### src/snake_pkg.sv
package snake_pkg;

	// ########################################
	// field geometry
	// ########################################
	localparam int SCREEN_W = 160;
	localparam int SCREEN_H = 120;
	localparam int CELL_PX = 4;
	localparam int GRID_W = SCREEN_W / CELL_PX;
	localparam int GRID_H = SCREEN_H / CELL_PX;

	// start cells
	localparam int START_X = 5;
	localparam int START_Y = 5;
	localparam int APPLE_X0 = 10;
	localparam int APPLE_Y0 = 5;

	// apple stepping rule
	localparam int APPLE_STEP_X = 11;
	localparam int APPLE_STEP_Y = 7;
	localparam int INNER_LO = 3;

	// ps/2 break prefix
	localparam logic [7:0] KEY_BREAK = 8'hF0;

	// ########################################
	// types
	// ########################################
	typedef logic [7:0] pix_x_t;
	typedef logic [6:0] pix_y_t;
	typedef logic [5:0] cell_x_t;
	typedef logic [4:0] cell_y_t;
	typedef logic [7:0] score_t;
	typedef logic [4:0] len_t;
	typedef logic [2:0] diff_t;

	typedef enum logic [2:0] {
		MENU,
		GAME_INIT,
		GAME_WAIT,
		PLAYING,
		GAME_OVER
	} game_state_t;

	typedef enum logic [2:0] {
		DIR_NONE,
		DIR_UP,
		DIR_LEFT,
		DIR_DOWN,
		DIR_RIGHT
	} dir_t;

	typedef enum logic [2:0] {
		KEY_UP,
		KEY_LEFT,
		KEY_DOWN,
		KEY_RIGHT,
		KEY_ONE,
		KEY_TWO,
		KEY_THREE
	} key_t;

	// {r, g, b}
	typedef enum logic [2:0] {
		BLACK = 3'b000,
		RED   = 3'b100,
		GREEN = 3'b010,
		BLUE  = 3'b001,
		WHITE = 3'b111
	} colour_t;

endpackage

### src/ps2_keyboard.sv
`timescale 1ns/1ps

module ps2_keyboard
	import snake_pkg::*;
(
	input  logic clk,
	input  logic reset,
	input  logic ps2_clk,
	input  logic ps2_data,
	output logic key_strobe,
	output key_t key,
	output logic key_release
);

	logic [1:0]  clk_sync;
	logic [1:0]  data_sync;
	logic        clk_prev;
	logic        fall;
	logic [10:0] frame;
	logic [3:0]  bit_cnt;
	logic        frame_done;
	logic        code_valid;
	logic [7:0]  code;
	logic        brk;
	logic        map_valid;
	key_t        map_key;

	// two-flop synchronisers, lines idle high
	always_ff @(posedge clk) begin
		if (reset) begin
			clk_sync <= 2'b11;
			data_sync <= 2'b11;
			clk_prev <= 1'b1;
		end else begin
			clk_sync <= {clk_sync[0], ps2_clk};
			data_sync <= {data_sync[0], ps2_data};
			clk_prev <= clk_sync[1];
		end
	end

	assign fall = clk_prev & ~clk_sync[1];

	// ########################################
	// frame assembly, lsb first
	// ########################################
	always_ff @(posedge clk) begin
		if (fall) begin
			frame <= {data_sync[1], frame[10:1]};
		end
	end

	always_ff @(posedge clk) begin
		if (reset) begin
			bit_cnt <= '0;
			frame_done <= 1'b0;
		end else begin
			frame_done <= 1'b0;
			if (fall) begin
				if (bit_cnt == 4'd10) begin
					bit_cnt <= '0;
					frame_done <= 1'b1;
				end else begin
					bit_cnt <= bit_cnt + 4'd1;
				end
			end
		end
	end

	// start low, stop high, odd parity over data and parity bit
	always_ff @(posedge clk) begin
		if (reset) begin
			code_valid <= 1'b0;
		end else begin
			code_valid <= frame_done && !frame[0] && frame[10] && (^frame[9:1]);
		end
	end

	always_ff @(posedge clk) begin
		if (frame_done) begin
			code <= frame[8:1];
		end
	end

	// scan code table
	always_comb begin
		map_valid = 1'b1;
		map_key = KEY_UP;
		case (code)
			8'h75: map_key = KEY_UP;
			8'h6B: map_key = KEY_LEFT;
			8'h72: map_key = KEY_DOWN;
			8'h74: map_key = KEY_RIGHT;
			8'h16: map_key = KEY_ONE;
			8'h1E: map_key = KEY_TWO;
			8'h26: map_key = KEY_THREE;
			default: map_valid = 1'b0;
		endcase
	end

	// break flag covers exactly one following code
	always_ff @(posedge clk) begin
		if (reset) begin
			key_strobe <= 1'b0;
			brk <= 1'b0;
		end else begin
			key_strobe <= 1'b0;
			if (code_valid) begin
				if (code == KEY_BREAK) begin
					brk <= 1'b1;
				end else begin
					brk <= 1'b0;
					key_strobe <= map_valid;
				end
			end
		end
	end

	always_ff @(posedge clk) begin
		if (code_valid) begin
			key <= map_key;
			key_release <= brk;
		end
	end

endmodule

### src/game_fsm.sv
`timescale 1ns/1ps

module game_fsm
	import snake_pkg::*;
(
	input  logic        clk,
	input  logic        reset,
	input  logic        key_strobe,
	input  key_t        key,
	input  logic        key_release,
	input  logic        game_over,
	output game_state_t state,
	output diff_t       difficulty
);

	logic        is_digit;
	logic        is_arrow;
	logic        digit_rel;
	logic        arrow_press;
	game_state_t next_state;

	assign is_digit = key inside {KEY_ONE, KEY_TWO, KEY_THREE};
	assign is_arrow = key inside {KEY_UP, KEY_LEFT, KEY_DOWN, KEY_RIGHT};
	assign digit_rel = key_strobe && key_release && is_digit;
	assign arrow_press = key_strobe && !key_release && is_arrow;

	always_comb begin
		next_state = state;
		case (state)
			MENU: begin
				if (digit_rel) begin
					next_state = GAME_INIT;
				end
			end
			// single setup cycle for the engine
			GAME_INIT: next_state = GAME_WAIT;
			GAME_WAIT: begin
				if (arrow_press) begin
					next_state = PLAYING;
				end
			end
			PLAYING: begin
				if (game_over) begin
					next_state = GAME_OVER;
				end
			end
			GAME_OVER: begin
				if (digit_rel) begin
					next_state = MENU;
				end
			end
			default: next_state = MENU;
		endcase
	end

	always_ff @(posedge clk) begin
		if (reset) begin
			state <= MENU;
		end else begin
			state <= next_state;
		end
	end

	// move period in ticks, shorter is faster
	always_ff @(posedge clk) begin
		if (reset) begin
			difficulty <= 3'd4;
		end else if (state == MENU && digit_rel) begin
			case (key)
				KEY_ONE: difficulty <= 3'd4;
				KEY_TWO: difficulty <= 3'd2;
				default: difficulty <= 3'd1;
			endcase
		end
	end

endmodule

### src/move_timer.sv
`timescale 1ns/1ps

module move_timer
	import snake_pkg::*;
#(
	parameter int TICK_CYCLES = 1250000
) (
	input  logic        clk,
	input  logic        reset,
	input  game_state_t state,
	input  diff_t       difficulty,
	output logic        move_tick
);

	localparam int CW = $clog2(TICK_CYCLES + 1);

	logic [CW-1:0] cyc_cnt;
	diff_t         tick_cnt;
	logic          cyc_last;
	logic          tick_last;

	assign cyc_last = (cyc_cnt == CW'(TICK_CYCLES - 1));
	assign tick_last = (tick_cnt == difficulty - 3'd1);

	// both counters start from zero on each entry to playing
	always_ff @(posedge clk) begin
		if (reset || state != PLAYING) begin
			cyc_cnt <= '0;
			tick_cnt <= '0;
			move_tick <= 1'b0;
		end else begin
			move_tick <= cyc_last && tick_last;
			if (cyc_last) begin
				cyc_cnt <= '0;
				tick_cnt <= tick_last ? '0 : tick_cnt + 3'd1;
			end else begin
				cyc_cnt <= cyc_cnt + 1'b1;
			end
		end
	end

endmodule

### src/snake_engine.sv
`timescale 1ns/1ps

module snake_engine
	import snake_pkg::*;
#(
	parameter int MAX_LEN = 16
) (
	input  logic                  clk,
	input  logic                  reset,
	input  game_state_t           state,
	input  logic                  key_strobe,
	input  key_t                  key,
	input  logic                  key_release,
	input  logic                  move_tick,
	output logic                  game_over,
	output cell_x_t [MAX_LEN-1:0] body_x,
	output cell_y_t [MAX_LEN-1:0] body_y,
	output len_t                  length,
	output cell_x_t               apple_x,
	output cell_y_t               apple_y,
	output score_t                score,
	output score_t                hiscore
);

	dir_t    cur_dir;
	dir_t    pending_dir;
	dir_t    key_dir;
	logic    arrow_ok;
	logic    step;
	logic    fatal;
	logic    eat;
	logic    hit_border;
	logic    hit_body;
	cell_x_t nxt_x;
	cell_y_t nxt_y;
	cell_x_t sum_x;
	cell_y_t sum_y;
	cell_x_t new_apple_x;
	cell_y_t new_apple_y;
	score_t  score_inc;

	function automatic logic is_opposite(dir_t a, dir_t b);
		case (a)
			DIR_UP:    return b == DIR_DOWN;
			DIR_DOWN:  return b == DIR_UP;
			DIR_LEFT:  return b == DIR_RIGHT;
			DIR_RIGHT: return b == DIR_LEFT;
			default:   return 1'b0;
		endcase
	endfunction

	always_comb begin
		case (key)
			KEY_UP:    key_dir = DIR_UP;
			KEY_LEFT:  key_dir = DIR_LEFT;
			KEY_DOWN:  key_dir = DIR_DOWN;
			KEY_RIGHT: key_dir = DIR_RIGHT;
			default:   key_dir = DIR_NONE;
		endcase
	end

	assign arrow_ok = key_strobe && !key_release && key_dir != DIR_NONE
		&& (state == GAME_WAIT || state == PLAYING) && !is_opposite(key_dir, cur_dir);

	// ########################################
	// next head cell and its checks
	// ########################################
	always_comb begin
		nxt_x = body_x[0];
		nxt_y = body_y[0];
		case (pending_dir)
			DIR_UP:    nxt_y = body_y[0] - cell_y_t'(1);
			DIR_DOWN:  nxt_y = body_y[0] + cell_y_t'(1);
			DIR_LEFT:  nxt_x = body_x[0] - cell_x_t'(1);
			DIR_RIGHT: nxt_x = body_x[0] + cell_x_t'(1);
			default: ;
		endcase
		hit_border = nxt_x == '0 || nxt_x == cell_x_t'(GRID_W - 1)
			|| nxt_y == '0 || nxt_y == cell_y_t'(GRID_H - 1);
		hit_body = 1'b0;
		for (int i = 1; i < MAX_LEN; i++) begin
			if (i < int'(length) && body_x[i] == nxt_x && body_y[i] == nxt_y) begin
				hit_body = 1'b1;
			end
		end
	end

	assign step = move_tick && state == PLAYING && pending_dir != DIR_NONE;
	assign fatal = step && (hit_border || hit_body);
	assign eat = step && !fatal && nxt_x == apple_x && nxt_y == apple_y;
	assign score_inc = score + score_t'(1);

	// apple stays in the inner range, so one subtract does the modulo
	always_comb begin
		sum_x = apple_x - cell_x_t'(INNER_LO) + cell_x_t'(APPLE_STEP_X);
		if (sum_x >= cell_x_t'(GRID_W - 7)) begin
			sum_x = sum_x - cell_x_t'(GRID_W - 7);
		end
		sum_y = apple_y - cell_y_t'(INNER_LO) + cell_y_t'(APPLE_STEP_Y);
		if (sum_y >= cell_y_t'(GRID_H - 7)) begin
			sum_y = sum_y - cell_y_t'(GRID_H - 7);
		end
		new_apple_x = cell_x_t'(INNER_LO) + sum_x;
		new_apple_y = cell_y_t'(INNER_LO) + sum_y;
	end

	// ########################################
	// control state
	// ########################################
	always_ff @(posedge clk) begin
		if (reset) begin
			length <= len_t'(1);
			score <= '0;
			hiscore <= '0;
			cur_dir <= DIR_NONE;
			pending_dir <= DIR_NONE;
			game_over <= 1'b0;
		end else begin
			game_over <= fatal;
			if (state == GAME_INIT) begin
				length <= len_t'(1);
				score <= '0;
				cur_dir <= DIR_NONE;
				pending_dir <= DIR_NONE;
			end else begin
				if (arrow_ok) begin
					pending_dir <= key_dir;
				end
				if (step) begin
					cur_dir <= pending_dir;
				end
				if (eat) begin
					if (int'(length) < MAX_LEN) begin
						length <= length + len_t'(1);
					end
					score <= score_inc;
					if (score_inc > hiscore) begin
						hiscore <= score_inc;
					end
				end
			end
		end
	end

	// body and apple cells
	always_ff @(posedge clk) begin
		if (state == GAME_INIT) begin
			body_x[0] <= cell_x_t'(START_X);
			body_y[0] <= cell_y_t'(START_Y);
			apple_x <= cell_x_t'(APPLE_X0);
			apple_y <= cell_y_t'(APPLE_Y0);
		end else if (step && !fatal) begin
			for (int i = MAX_LEN - 1; i > 0; i--) begin
				body_x[i] <= body_x[i-1];
				body_y[i] <= body_y[i-1];
			end
			body_x[0] <= nxt_x;
			body_y[0] <= nxt_y;
			if (eat) begin
				apple_x <= new_apple_x;
				apple_y <= new_apple_y;
			end
		end
	end

endmodule

### src/pixel_renderer.sv
`timescale 1ns/1ps

module pixel_renderer
	import snake_pkg::*;
#(
	parameter int MAX_LEN = 16
) (
	input  logic                  clk,
	input  logic                  reset,
	input  game_state_t           state,
	input  cell_x_t [MAX_LEN-1:0] body_x,
	input  cell_y_t [MAX_LEN-1:0] body_y,
	input  len_t                  length,
	input  cell_x_t               apple_x,
	input  cell_y_t               apple_y,
	output pix_x_t                x,
	output pix_y_t                y,
	output colour_t               colour
);

	pix_x_t  x_nxt;
	pix_y_t  y_nxt;
	cell_x_t cx;
	cell_y_t cy;
	logic    in_border;
	logic    on_snake;
	logic    in_game;
	colour_t colour_nxt;

	// raster scan
	always_comb begin
		x_nxt = x + pix_x_t'(1);
		y_nxt = y;
		if (x == pix_x_t'(SCREEN_W - 1)) begin
			x_nxt = '0;
			y_nxt = (y == pix_y_t'(SCREEN_H - 1)) ? '0 : y + pix_y_t'(1);
		end
	end

	// colour goes out together with the coordinate it belongs to
	assign cx = cell_x_t'(x_nxt / CELL_PX);
	assign cy = cell_y_t'(y_nxt / CELL_PX);
	assign in_game = state == GAME_WAIT || state == PLAYING;
	assign in_border = cx == '0 || cx == cell_x_t'(GRID_W - 1)
		|| cy == '0 || cy == cell_y_t'(GRID_H - 1);

	always_comb begin
		on_snake = 1'b0;
		for (int i = 0; i < MAX_LEN; i++) begin
			if (i < int'(length) && body_x[i] == cx && body_y[i] == cy) begin
				on_snake = 1'b1;
			end
		end
	end

	always_comb begin
		colour_nxt = BLACK;
		if (in_border) begin
			case (state)
				MENU:      colour_nxt = WHITE;
				GAME_WAIT: colour_nxt = BLUE;
				PLAYING:   colour_nxt = BLUE;
				GAME_OVER: colour_nxt = RED;
				default:   colour_nxt = BLACK;
			endcase
		end else if (in_game && on_snake) begin
			colour_nxt = GREEN;
		end else if (in_game && cx == apple_x && cy == apple_y) begin
			colour_nxt = RED;
		end
	end

	// (0,0) is a border pixel of the menu screen
	always_ff @(posedge clk) begin
		if (reset) begin
			x <= '0;
			y <= '0;
			colour <= WHITE;
		end else begin
			x <= x_nxt;
			y <= y_nxt;
			colour <= colour_nxt;
		end
	end

endmodule

### src/snake_top.sv
`timescale 1ns/1ps

module snake_top
	import snake_pkg::*;
#(
	parameter int TICK_CYCLES = 1250000,
	parameter int MAX_LEN = 16
) (
	input  logic        clk,
	input  logic        reset,
	input  logic        ps2_clk,
	input  logic        ps2_data,
	output pix_x_t      x,
	output pix_y_t      y,
	output colour_t     colour,
	output game_state_t state,
	output score_t      score,
	output score_t      hiscore
);

	logic                  key_strobe;
	key_t                  key;
	logic                  key_release;
	logic                  game_over;
	logic                  move_tick;
	diff_t                 difficulty;
	cell_x_t [MAX_LEN-1:0] body_x;
	cell_y_t [MAX_LEN-1:0] body_y;
	len_t                  length;
	cell_x_t               apple_x;
	cell_y_t               apple_y;

	ps2_keyboard u_keyboard (
		.clk(clk),
		.reset(reset),
		.ps2_clk(ps2_clk),
		.ps2_data(ps2_data),
		.key_strobe(key_strobe),
		.key(key),
		.key_release(key_release)
	);

	game_fsm u_fsm (
		.clk(clk),
		.reset(reset),
		.key_strobe(key_strobe),
		.key(key),
		.key_release(key_release),
		.game_over(game_over),
		.state(state),
		.difficulty(difficulty)
	);

	move_timer #(.TICK_CYCLES(TICK_CYCLES)) u_timer (
		.clk(clk),
		.reset(reset),
		.state(state),
		.difficulty(difficulty),
		.move_tick(move_tick)
	);

	snake_engine #(.MAX_LEN(MAX_LEN)) u_engine (
		.clk(clk),
		.reset(reset),
		.state(state),
		.key_strobe(key_strobe),
		.key(key),
		.key_release(key_release),
		.move_tick(move_tick),
		.game_over(game_over),
		.body_x(body_x),
		.body_y(body_y),
		.length(length),
		.apple_x(apple_x),
		.apple_y(apple_y),
		.score(score),
		.hiscore(hiscore)
	);

	pixel_renderer #(.MAX_LEN(MAX_LEN)) u_renderer (
		.clk(clk),
		.reset(reset),
		.state(state),
		.body_x(body_x),
		.body_y(body_y),
		.length(length),
		.apple_x(apple_x),
		.apple_y(apple_y),
		.x(x),
		.y(y),
		.colour(colour)
	);

endmodule

### config.mk
export PLATFORM = sky130hd
export DESIGN_NAME = snake_top
export DESIGN_NICKNAME = d
export VERILOG_FILES = /design/src/snake_pkg.sv /design/src/ps2_keyboard.sv /design/src/game_fsm.sv /design/src/move_timer.sv /design/src/snake_engine.sv /design/src/pixel_renderer.sv /design/src/snake_top.sv
export SDC_FILE = /design/constraint.sdc
export NUM_CORES = 1
export LEC_CHECK = 0
export ABC_AREA = 1
export BUFFER_PORTS_ARGS = -buffer_cell sky130_fd_sc_hd__buf_2
export CAP_MARGIN = 20
export CORE_UTILIZATION = 58
export DETAILED_ROUTE_END_ITERATION = 6
export PLACE_DENSITY = 0.76
export RECOVER_POWER = 100
export SYNTH_ARGS = -nofsm -noshare
export SYNTH_HDL_FRONTEND = slang
export SYNTH_HIERARCHICAL = 1
export SYNTH_SLANG_ARGS = --single-unit
### constraint.sdc
create_clock -name clk -period 6.4 [get_ports clk]
set_input_delay 0.64 -clock clk [delete_from_list [all_inputs] [get_ports clk]]
set_output_delay 0.64 -clock clk [all_outputs]
set_load 0.01 [all_outputs]
After elaboration in Yosys (flattened, before gate mapping)
Index checks and enable logic that the tools add are counted.
{ "op_classes": {"n_eq_ne": 110, "n_reduce_logical": 119, "n_mux": 56, "add_sub_neg": 20, "bitwise": 5, "order_cmp": 20} }
{ "op_table": {"columns": ["op", "count"], "rows": [
  ["6-bit == test", 33],
  ["5-bit == test", 33],
  ["1-bit logical AND", 83],
  ["4-bit by 5-bit less-than comparator with 1-bit output, first input constant", 8],
  ["1-bit 2-to-1 mux", 34],
  ["8-bit by 7-bit == test with 1-bit output, second input constant", 4],
  ["3-bit by 2-bit == test with 1-bit output, second input constant", 10],
  ["3-bit 2-to-1 mux", 8],
  ["21-bit by 1-bit adder with 21-bit output, second input constant", 1],
  ["21-bit == test, second input constant", 1],
  ["3-bit == test, second input constant", 7],
  ["3-bit by 5-bit less-than comparator with 1-bit output, first input constant", 4],
  ["3-bit case mux with 6 select lines", 1],
  ["8-bit by 1-bit adder with 8-bit output, second input constant", 2],
  ["8-bit by 5-bit == test with 1-bit output, second input constant", 2],
  ["8-bit == test, second input constant", 2],
  ["3-bit by 1-bit == test with 1-bit output, second input constant", 5],
  ["3-bit case mux with 5 select lines", 1],
  ["7-bit 2-to-1 mux", 2],
  ["6-bit == test, second input constant", 2],
  ["6-bit zero test", 2],
  ["3-bit case mux with 4 select lines", 1],
  ["6-bit case mux with 2 select lines", 1],
  ["5-bit by 1-bit adder with 5-bit output, second input constant", 2],
  ["other kinds (52)", 81]
]} }
{ "totals": {"inputBits": 4, "output_inout_bits": 37, "ff_bits": 300} }

Logic depth before layout (Yosys ltp)
Gate-level depths: netlist (run 1).
{ "logic_depth": {"word_depth": 27, "depth_mapped": 27} }

Hierarchy
Netlist (run 1), hierarchy kept.
{ "by_module_without_submodules": {"columns": ["module", "cells_each", "area_each_um2", "instances"], "rows": [
  ["snake_engine", 1389, 11667.4, 1],
  ["pixel_renderer", 907, 4714.5, 1],
  ["ps2_keyboard", 161, 1537.7, 1],
  ["move_timer", 215, 1416.4, 1],
  ["game_fsm", 50, 339.1, 1]
]} }

Worst setup path before layout (run 1)
Ideal clock, no wire load.
{ "synth_path": {"path_type": "reg-to-reg", "start": "reg u_engine.pending_dir[2]", "end": "reg u_engine/body_x[3] (netlist name)", "arrival_time_ps": 6293, "setup_ps": 124, "n_path_buf": 2, "setup_slack_ps": -18, "t_required_ps": 6276, "stages_incl_launch_ff": 26, "cell_sequence": "dfxtp_1 > buf_6 > inv_1 > nand3_1 > inv_1 > fa_1 > inv_1 > nand3_1 > nand2_1 > nand2_1 > nand3_1 > nand2_1 > nand2_2 > buf_4 > o21ai_0 > nand3_1 > nand2_1 > inv_1 > nand2_1 > nor2_1 > nand2_1 > nor2_4 > nand2_1 > inv_1 > o21ai_0 > a21oi_1"} }
{ "synth_via": {"elab_chain_len": 24, "elab_cells_between_ends": 94, "cone_classes": "eq/ne (36); mux (17); reduce/logical (41)"} }
{ "synth_rtl": {"columns": ["item", "line", "source"], "rows": [
  ["start, declared", "snake_engine.sv:26", "dir_t pending_dir;"],
  ["start signal, assigned", "snake_engine.sv:127", "pending_dir <= key_dir;"],
  ["3-bit == test or 3-bit by 2-bit == test with 1-bit output (tied branches)", "snake_engine.sv:71", "case (pending_dir)"],
  ["6-bit case mux with 2 select lines", "snake_engine.sv:71", null],
  ["6-bit == test", "snake_engine.sv:82", "if (i < int'(length) && body_x[i] == nxt_x && body_y[i] == nxt_y) begin"],
  ["1-bit logical AND (2 in a row)", "snake_engine.sv:82", null],
  ["1-bit 2-to-1 mux (15 in a row)", "snake_engine.sv:82", null],
  ["1-bit logical OR", "snake_engine.sv:89", "assign fatal = step && (hit_border || hit_body);"],
  ["1-bit logical AND", "snake_engine.sv:89", null],
  ["1-bit zero test", "snake_engine.sv:152", "end else if (step && !fatal) begin"],
  ["1-bit logical AND", "snake_engine.sv:152", null],
  ["end signal, assigned by index", "snake_engine.sv:154", "body_x[i] <= body_x[i-1];"],
  ["end, declared", "snake_engine.sv:16", "output cell_x_t [MAX_LEN-1:0] body_x,"]
]} }
Parallel ways exist; a longest one is shown, timed or not.
A chain may end at the register's enable or synchronous reset.

Worst setup path after layout (run 1)
{ "layout_path": {"start": "reg u_engine.pending_dir[0]", "end": "reg u_engine/body_x[17] (netlist name), enable pin"} }
{ "layout_via": {"elab_chain_len": 25, "elab_cells_between_ends": 95, "cone_classes": "eq/ne (36); mux (17); reduce/logical (42)"} }
{ "layout_rtl": {"columns": ["item", "line"], "rows": [
  ["3-bit == test or 3-bit by 2-bit == test with 1-bit output (tied branches)", "snake_engine.sv:71"],
  ["6-bit case mux with 2 select lines", "snake_engine.sv:71"],
  ["6-bit == test", "snake_engine.sv:82"],
  ["1-bit logical AND (2 in a row)", "snake_engine.sv:82"],
  ["1-bit 2-to-1 mux (15 in a row)", "snake_engine.sv:82"],
  ["1-bit logical OR", "snake_engine.sv:89"],
  ["1-bit logical AND", "snake_engine.sv:89"],
  ["1-bit zero test", "snake_engine.sv:152"],
  ["1-bit logical AND *", "snake_engine.sv:152"],
  ["2-bit AND reduction (no line) *", null]
]} }
Mark *: on every way between the ends. The rest lies on a longest branch, timed or not.

==> results of run 1 <==
[kinds of logic after synthesis]
family          count (synthesis)  synth area share, %
simple gates                 1641                 37.7
buf+inv                       448                 9.72
flops                         300                 40.1
fa+ha+maj                      32                 2.11
compound gates                169                 4.55
xor+xnor                      132                 5.88
[sequential cells by signal, summed over array words and instances, names as in the netlist, 4 cells and up]
register	flops
u_engine/body_x	96
u_engine/body_y	80
u_timer/cyc_cnt	21
u_keyboard/frame	11
u_engine/hiscore	8
u_engine/score	8
u_keyboard/code	8
u_renderer/x	8
u_renderer/y	7
u_engine/apple_x	6
u_engine/apple_y	5
u_engine/length	5
u_keyboard/bit_cnt	4
[worst max-delay path: stages (launching register included)]
cell and delay, ns:
dfxtp_1 0.53, nor2_1 0.13, nand2_1 0.39, inv_2 0.08, fa_1 0.43, nand3b_1 0.24, nand2_1 0.10, nand2_1 0.05
nand2_1 0.07, nand2_1 0.27, nand2_1 0.51, inv_1 0.22, nor2_1 0.17, nor2_1 0.07, nand3_1 0.08, nand2_1 0.05
nor2_1 0.13, nand2_1 0.07, nor2_1 0.36, nand2_1 0.18, clkinvlp_4 0.30, buf_12 0.46
[how the worst min path moves through the flow]
stage	to	slack, ns	cells past startpoint
finish	u_keyboard/data_sync[0]	0.28	2
global route	u_keyboard/clk_sync[0]	0.27	2
CTS	u_keyboard/data_sync[0]	0.26	2
detailed placement	u_keyboard/clk_sync[1]	0.40	1
global placement	u_keyboard/frame[10]	0.39	0
floorplan	u_keyboard/frame[10]	0.39	0
[routing by layer]
metal	global-route usage, %	wire, um
met1	47.9	24800
met2	57.7	27900
met3	7.57	7130
met4	25.0	4760
met5	0	0
[per-stage QoR]
stage	std cells	hold slack, ns	util (%)
3_3_place_gp	3153	0.388	60.0
6_report	3216	0.279	63.2
3_5_place_dp	3153	0.397	60.0
4_1_cts	3216	0.261	63.6
5_1_grt	3216	0.270	63.2
2_1_floorplan	2722	0.386	-
[power groups by stage]
| stage | Sequential (mW) | Clock, mW | Combinational, mW |
|---|---|---|---|
| global route | 2.19 | 2.23 | 1.35 |
| detailed placement | 2.22 | 0 | 1.18 |
| finish | 2.19 | 2.14 | 1.24 |
| floorplan | 2.18 | 0 | 0.907 |
| CTS | 2.18 | 2.17 | 1.19 |
| global placement | 2.22 | 0 | 1.15 |
[final cells by class]
type / instances / share of cell area [%]
Multi-Input combinational cell: 1974 / 46.4
Sequential cell: 300 / 37.3
Inverter: 380 / 6.76
Clock buffer: 48 / 4.76
Tap cell: 448 / 2.65
Timing Repair Buffer: 51 / 1.15
Clock inverter: 15 / 1.01
[cell usage after synthesis (all sizes together)]
cell | count | area (sq um)
a21oi | 84 | 424
xor2 | 95 | 832
buf | 58 | 449
inv | 380 | 1430
xnor2 | 37 | 324
a21o | 1 | 7.51
clkbuf | 10 | 37.5
o21ai | 68 | 344
fa | 2 | 40.0
or2 | 13 | 81.3
nor3 | 23 | 136
nor2 | 351 | 1460
dfxtp | 112 | 2240
nand4 | 47 | 300
edfxtp | 188 | 5650
o211ai | 8 | 60.1
ha | 30 | 375
nor4 | 4 | 31.3
a31oi | 2 | 12.5
nand2 | 873 | 3470
nor3b | 2 | 15.0
nand3 | 257 | 1380
a22oi | 1 | 7.51
a22o | 1 | 8.76
a211oi | 2 | 15.0
o31ai | 1 | 7.51
nand3b | 71 | 533
o21a | 1 | 7.51
==> summary.txt, run 1 <==
Synth
  • Synthesized area: 19700 sq um
  • Synth unique cells: 47
  • Post-Syn Instances: 2722
  • Yosys reg bits: 300
  • Syn_nets: 2758
  • Synth warn: 6
  • Mean post-synth cell area: 7.23 sq um
  • Sequential share of the synthesized area: 40.1%

Detailed routing
  • DRT Wirelength: 64.6 mm
  • DR iter-0 viols: 2259
  • DR WL/cell: 20.1 um
  • Detailed-route via count: 18.5k
  • Vias per inst: 5.76
  • ANT nets after route: 0
  • Drt drc: 23
  • Drt first pass iters: 7

Clock network
  • Num CTS Buffers: 35
  • H-tree depth: 2
  • Cts hold-fix bufs: 0
  • Post-CTS sizing: 0
  • Post-CTS setup buffers: 0
  • Clk buf depth: 3
  • Clk_lat worst skew: 0.56 ns
  • TritonCTS clock tree: done
  • Root buf cell: clkbuf_16
  • Clk sinks: 300
  • CTS clk-pin slew, worst paths: 0.06 ns

Finish
  • Design area: 21100 sq um
  • Most common cell after layout, fill and taps aside: nand2_1
  • Area added between synthesis and finish: 7.49%
  • Share of cells above drive strength 1: 5.56%
  • Final #Nets: 2778
  • Multi-input logic area: 9810 sq um
  • Most frequent cells in the layout: nand2_1, inv_1, nor2_1
  • # diodes: 0
  • Register area: 7890 sq um
  • Fillers: 2961

Setup path
  • Critical path endpoint category: flip-flop
  • FF-to-FF Start: u_engine/pending_dir[0]
  • R2R depth: 21
  • RR Endpoint: u_engine/body_x[17]
  • Reg2Reg Setup Slack: 1.07 ns
  • WP data required: 6.59 ns
  • Worst setup path start: u_engine/pending_dir[0]
  • Critical path type: flip-flop to flip-flop
  • Crit Path Max Fanout: 94
  • Crit path DAT: 5.51 ns
  • Setup crit end: u_engine/body_x[17]
  • Startpoint types: flip-flop

Placement
  • Port bufs: 40
  • Placed Area: 20100 sq um
  • DP HPWL: 47.1 mm
  • Routability cong.: 1.10
  • Place WS: 1.77 ns

Pwr
  • Pint: 3.78 mW
  • Final Total Pwr: 5.56 mW
  • Switching share of power: 32.1%
  • Clock Power Share: 38.5%
  • Net Sw Power: 1.79 mW
  • Comb pwr share: 22.2%
  • Cell Pwr Density: 263 nW/um^2
  • Leakage Power: 9.69 nW
  • Seq pwr share: 39.3%
  • Peak VDD IR: 0.276 mV

STA
  • RSZ-0062 raised after global routing: no
  • Pin slew with the least headroom to its limit: 2.02 ns
  • Hold Fails Final Rpt: 0
  • Post-layout minimum cycle time: 5.33 ns
  • Relative slew slack: -34.4%
  • Fin crit share: 83.2%
  • Final Worst Setup Slack: 1.07 ns
  • Clk_skew: 0.0194 ns
  • Max Slew Vio Count: 78
  • Post-route setup TNS: 0 ns
  • # setup viols final: 0
  • FMAX: 188 MHz

Outcome
  • Status: finished with violations
  • Failing checks: DRC, capacitance limit, slew limit

GRT
  • Largest net degree at the start of global routing: 95
  • Antenna violations before repair: 0
  • First-pass GRT wire length: 95.9 mm
  • GRT overflow: 0
  • Overall Global Routing Usage: 37.5%
  • Vias in the first global route: 16.6k

Die
  • Die Y: 186 um
  • Die X: 186 um
  • IO Count: 41
  • Starting density of the core: 58.8%
  • Total die area: 34700 sq um
  • Placement row count: 67
  • Core area: 33400 sq um

Job
  • Maxcap violations: 3

Worst hold path
  • Hold Path Class: input port to flip-flop
  • Hold wc startpoint: ps2_data
(Power assumes the default switching activity.)
==> run 2: changes to the inputs <==
clock period = 4.3 ns   (was 6.4 ns; I/O delays follow)
==> summary.txt, run 2 (synthesis results as in run 1) <==
GRT
  • Met2 global-route usage: 60.9% (+3.3 points)
  • First-pass GRT wire length: 98.4 mm (+2.6%)
  • Met1 Usage GRT: 50.4% (+2.5 points)
  • Vias in the first global route: 16.7k (+0.66%)
  • GRT overflow: 0 (unchanged)
  • Largest net degree at the start of global routing: 41 (-57%)
  • Antenna violations before repair: 0 (unchanged)
  • Top Usage Layer GRT: met2
  • Overall Global Routing Usage: 38.8% (+1.3 points)
  • GR met3 Demand/Resource: 5.69% (-1.9 points)

Clock network
  • Post-CTS setup buffers: 0 (unchanged)
  • Clk buf depth: 3 (unchanged)
  • Num CTS Buffers: 35 (unchanged)
  • Cts hold-fix bufs: 0 (unchanged)
  • Root buf cell: clkbuf_16
  • Clk_lat worst skew: 0.55 ns (about the same)
  • TritonCTS clock tree: done
  • Clk sinks: 300 (unchanged)
  • CTS clk-pin slew, worst paths: 0.06 ns (about the same)
  • H-tree depth: 2 (unchanged)

Setup path
  • CP most frequent cell: nand2_1
  • WP data required: 4.73 ns (-1.86 ns)
  • Buffers plus inverters on the worst setup path: 0 (-4)
  • Crit-path max cell delay: 0.69 ns (+0.16 ns)
  • Crit path DAT: 4.66 ns (-0.85 ns)
  • Worst path slowest cell: nor2_1
  • Crit path cell chain: ha_1 -> nand2_2 -> nor2_1 -> nand2_8 -> nand2_2 -> nand2_2 -> nand2_1 -> nand2_1 -> nor2_1 -> nand2_1 -> nor2_1 -> nor2_1 -> nand2_1 -> nor2_1 -> nand2_1 -> nand2_1 -> nand2_1 -> nand2_1
  • Crit Path Max Fanout: 20 (-79%)
  • Startpoint types: flip-flop
  • Delay-heaviest family, CP: simple AND/OR/NAND/NOR gates
  • Critical path type: flip-flop to flip-flop
  • Critical path endpoint category: flip-flop
  • Reg2Reg Setup Slack: 0.07 ns (-1.01 ns)

Pwr
  • Final Total Pwr: 8.37 mW (+50%)
  • Leakage Power: 9.80 nW (+1.1%)
  • Peak VDD IR: 0.327 mV (+19%)
  • Cell Pwr Density: 390 nW/um^2 (+48%)

Finish
  • Register with the highest flop count: u_engine/body_x
  • Fillers: 2967 (+0.20%)
  • Most common cell after layout, fill and taps aside: nand2_1
  • # diodes: 0 (unchanged)
  • Most frequent cells in the layout: nand2_1, inv_1, nor2_1
  • Largest register FFs: 96 (unchanged)
  • Layout Utilization: 64.2% (+0.95 points)
  • Share of cells above drive strength 1: 7.37% (+1.8 points)
  • Final #Nets: 2807 (+1.0%)
  • Area added between synthesis and finish: 9.11%
  • Design area: 21500 sq um (+1.5%)
  • Biggest regs: u_engine/body_x (96), u_engine/body_y (80), u_timer/cyc_cnt (21)

STA
  • Final Worst Setup Slack: 0.0655 ns (-1.01 ns)
  • Pin slew with the least headroom to its limit: 1.04 ns (-0.975 ns)
  • RSZ-0062 raised after global routing: no
  • # setup viols final: 0 (unchanged)
  • Max Slew Vio Count: 0 (-100%)
  • FMAX: 236 MHz (+26%)
  • Hold Fails Final Rpt: 0 (unchanged)
  • Relative slew slack: 30.4% (+65 points)
  • Clk_skew: 0.0198 ns (+0.000401 ns)
  • Post-layout minimum cycle time: 4.23 ns (-1.09 ns)
  • Fin crit share: 98.5% (+15 points)

Detailed routing
  • DR WL/cell: 20.8 um (+3.6%)
  • Vias per inst: 5.79 (+0.66%)
  • ANT nets after route: 0 (unchanged)
  • Detailed-route via count: 18.8k (+1.5%)
  • DRT Wirelength: 67.5 mm (+4.5%)
  • Drt drc: 1 (-96%)
  • Drt first pass iters: 7 (unchanged)
  • DR iter-0 viols: 2626 (+16%)

Die
  • Core area: 33400 sq um (unchanged)
  • Total die area: 34700 sq um (unchanged)
  • Starting density of the core: 58.8% (unchanged)
  • IO Count: 41 (unchanged)
  • Placement row count: 67 (unchanged)
  • Die Y: 186 um (unchanged)
  • Die X: 186 um (unchanged)

Outcome
  • Status: finished with violations
  • Failing checks: DRC

Worst hold path
  • Hold Path Class: input port to flip-flop

Placement
  • Port bufs: 40 (unchanged)
  • Place WS: -0.0164 ns (-1.79 ns)
  • Routability cong.: 1.10 (-0.31%)
  • DP HPWL: 51.5 mm (+9.3%)
  • Placed Area: 20400 sq um (+1.9%)

Job
  • Maxcap violations: 0 (-3)
[run 2: final timing paths]
check,cells after the start,to,from
worst max-delay path,18,u_renderer/colour[2],u_renderer/x[0]
worst min-delay path,2,u_keyboard/data_sync[0],ps2_data
worst max register to register,18,u_renderer/colour[2],u_renderer/x[0]
worst min register to register,0,u_keyboard/frame[10],u_keyboard/data_sync[1]
[run 2: per-stage QoR]
step	cells	setup TNS (ns)	hold slack [ns]
after floorplan	2722	-136.93	0.386
after global placement	3182	0	0.395
after detailed placement	3182	-1.11	0.394
after CTS	3244	0	0.0488
after global routing	3244	0	0.0621
final	3244	0	0.0682
[run 2: timing repair]
| item | in CTS | in global routing |
|---|---|---|
| resized for setup | 1 | 1 |
| pin swaps | 0 | 0 |
| endpoints found under the setup margin | 147 | 167 |
[run 2: final cells by class]
| class | instances | area, sq um | area share [%] |
|---|---|---|---|
| inverter | 380 | 1440 | 6.70 |
| timing repair buffer | 80 | 465 | 2.17 |
| tap | 448 | 561 | 2.61 |
| sequential | 300 | 7890 | 36.8 |
| multi-input combinational | 1974 | 9920 | 46.2 |
| clock inverter | 25 | 307 | 1.43 |
| clock buffer | 37 | 883 | 4.11 |
[run 2: worst register-to-register path: cells and delay by family (launching register included)]
family        cells  cell delay, ns
flops             1            0.47
fa+ha+maj         1            0.27
simple gates     17            3.37
[run 2: per-layer routing]
layer	vias up	routed length, um	share of wire [%]
met5	-	0	0
met4	0	4700	7.0
met3	228	6440	9.5
met2	1101	29800	44
met1	8709	26600	39
li1	8757	-	-
[run 2: where the power goes]
group / internal (mW) / total (mW) / switching (mW)
Combinational: 0.636 / 2.00 / 1.37
Clock: 1.87 / 3.12 / 1.26
Sequential: 3.11 / 3.24 / 0.135
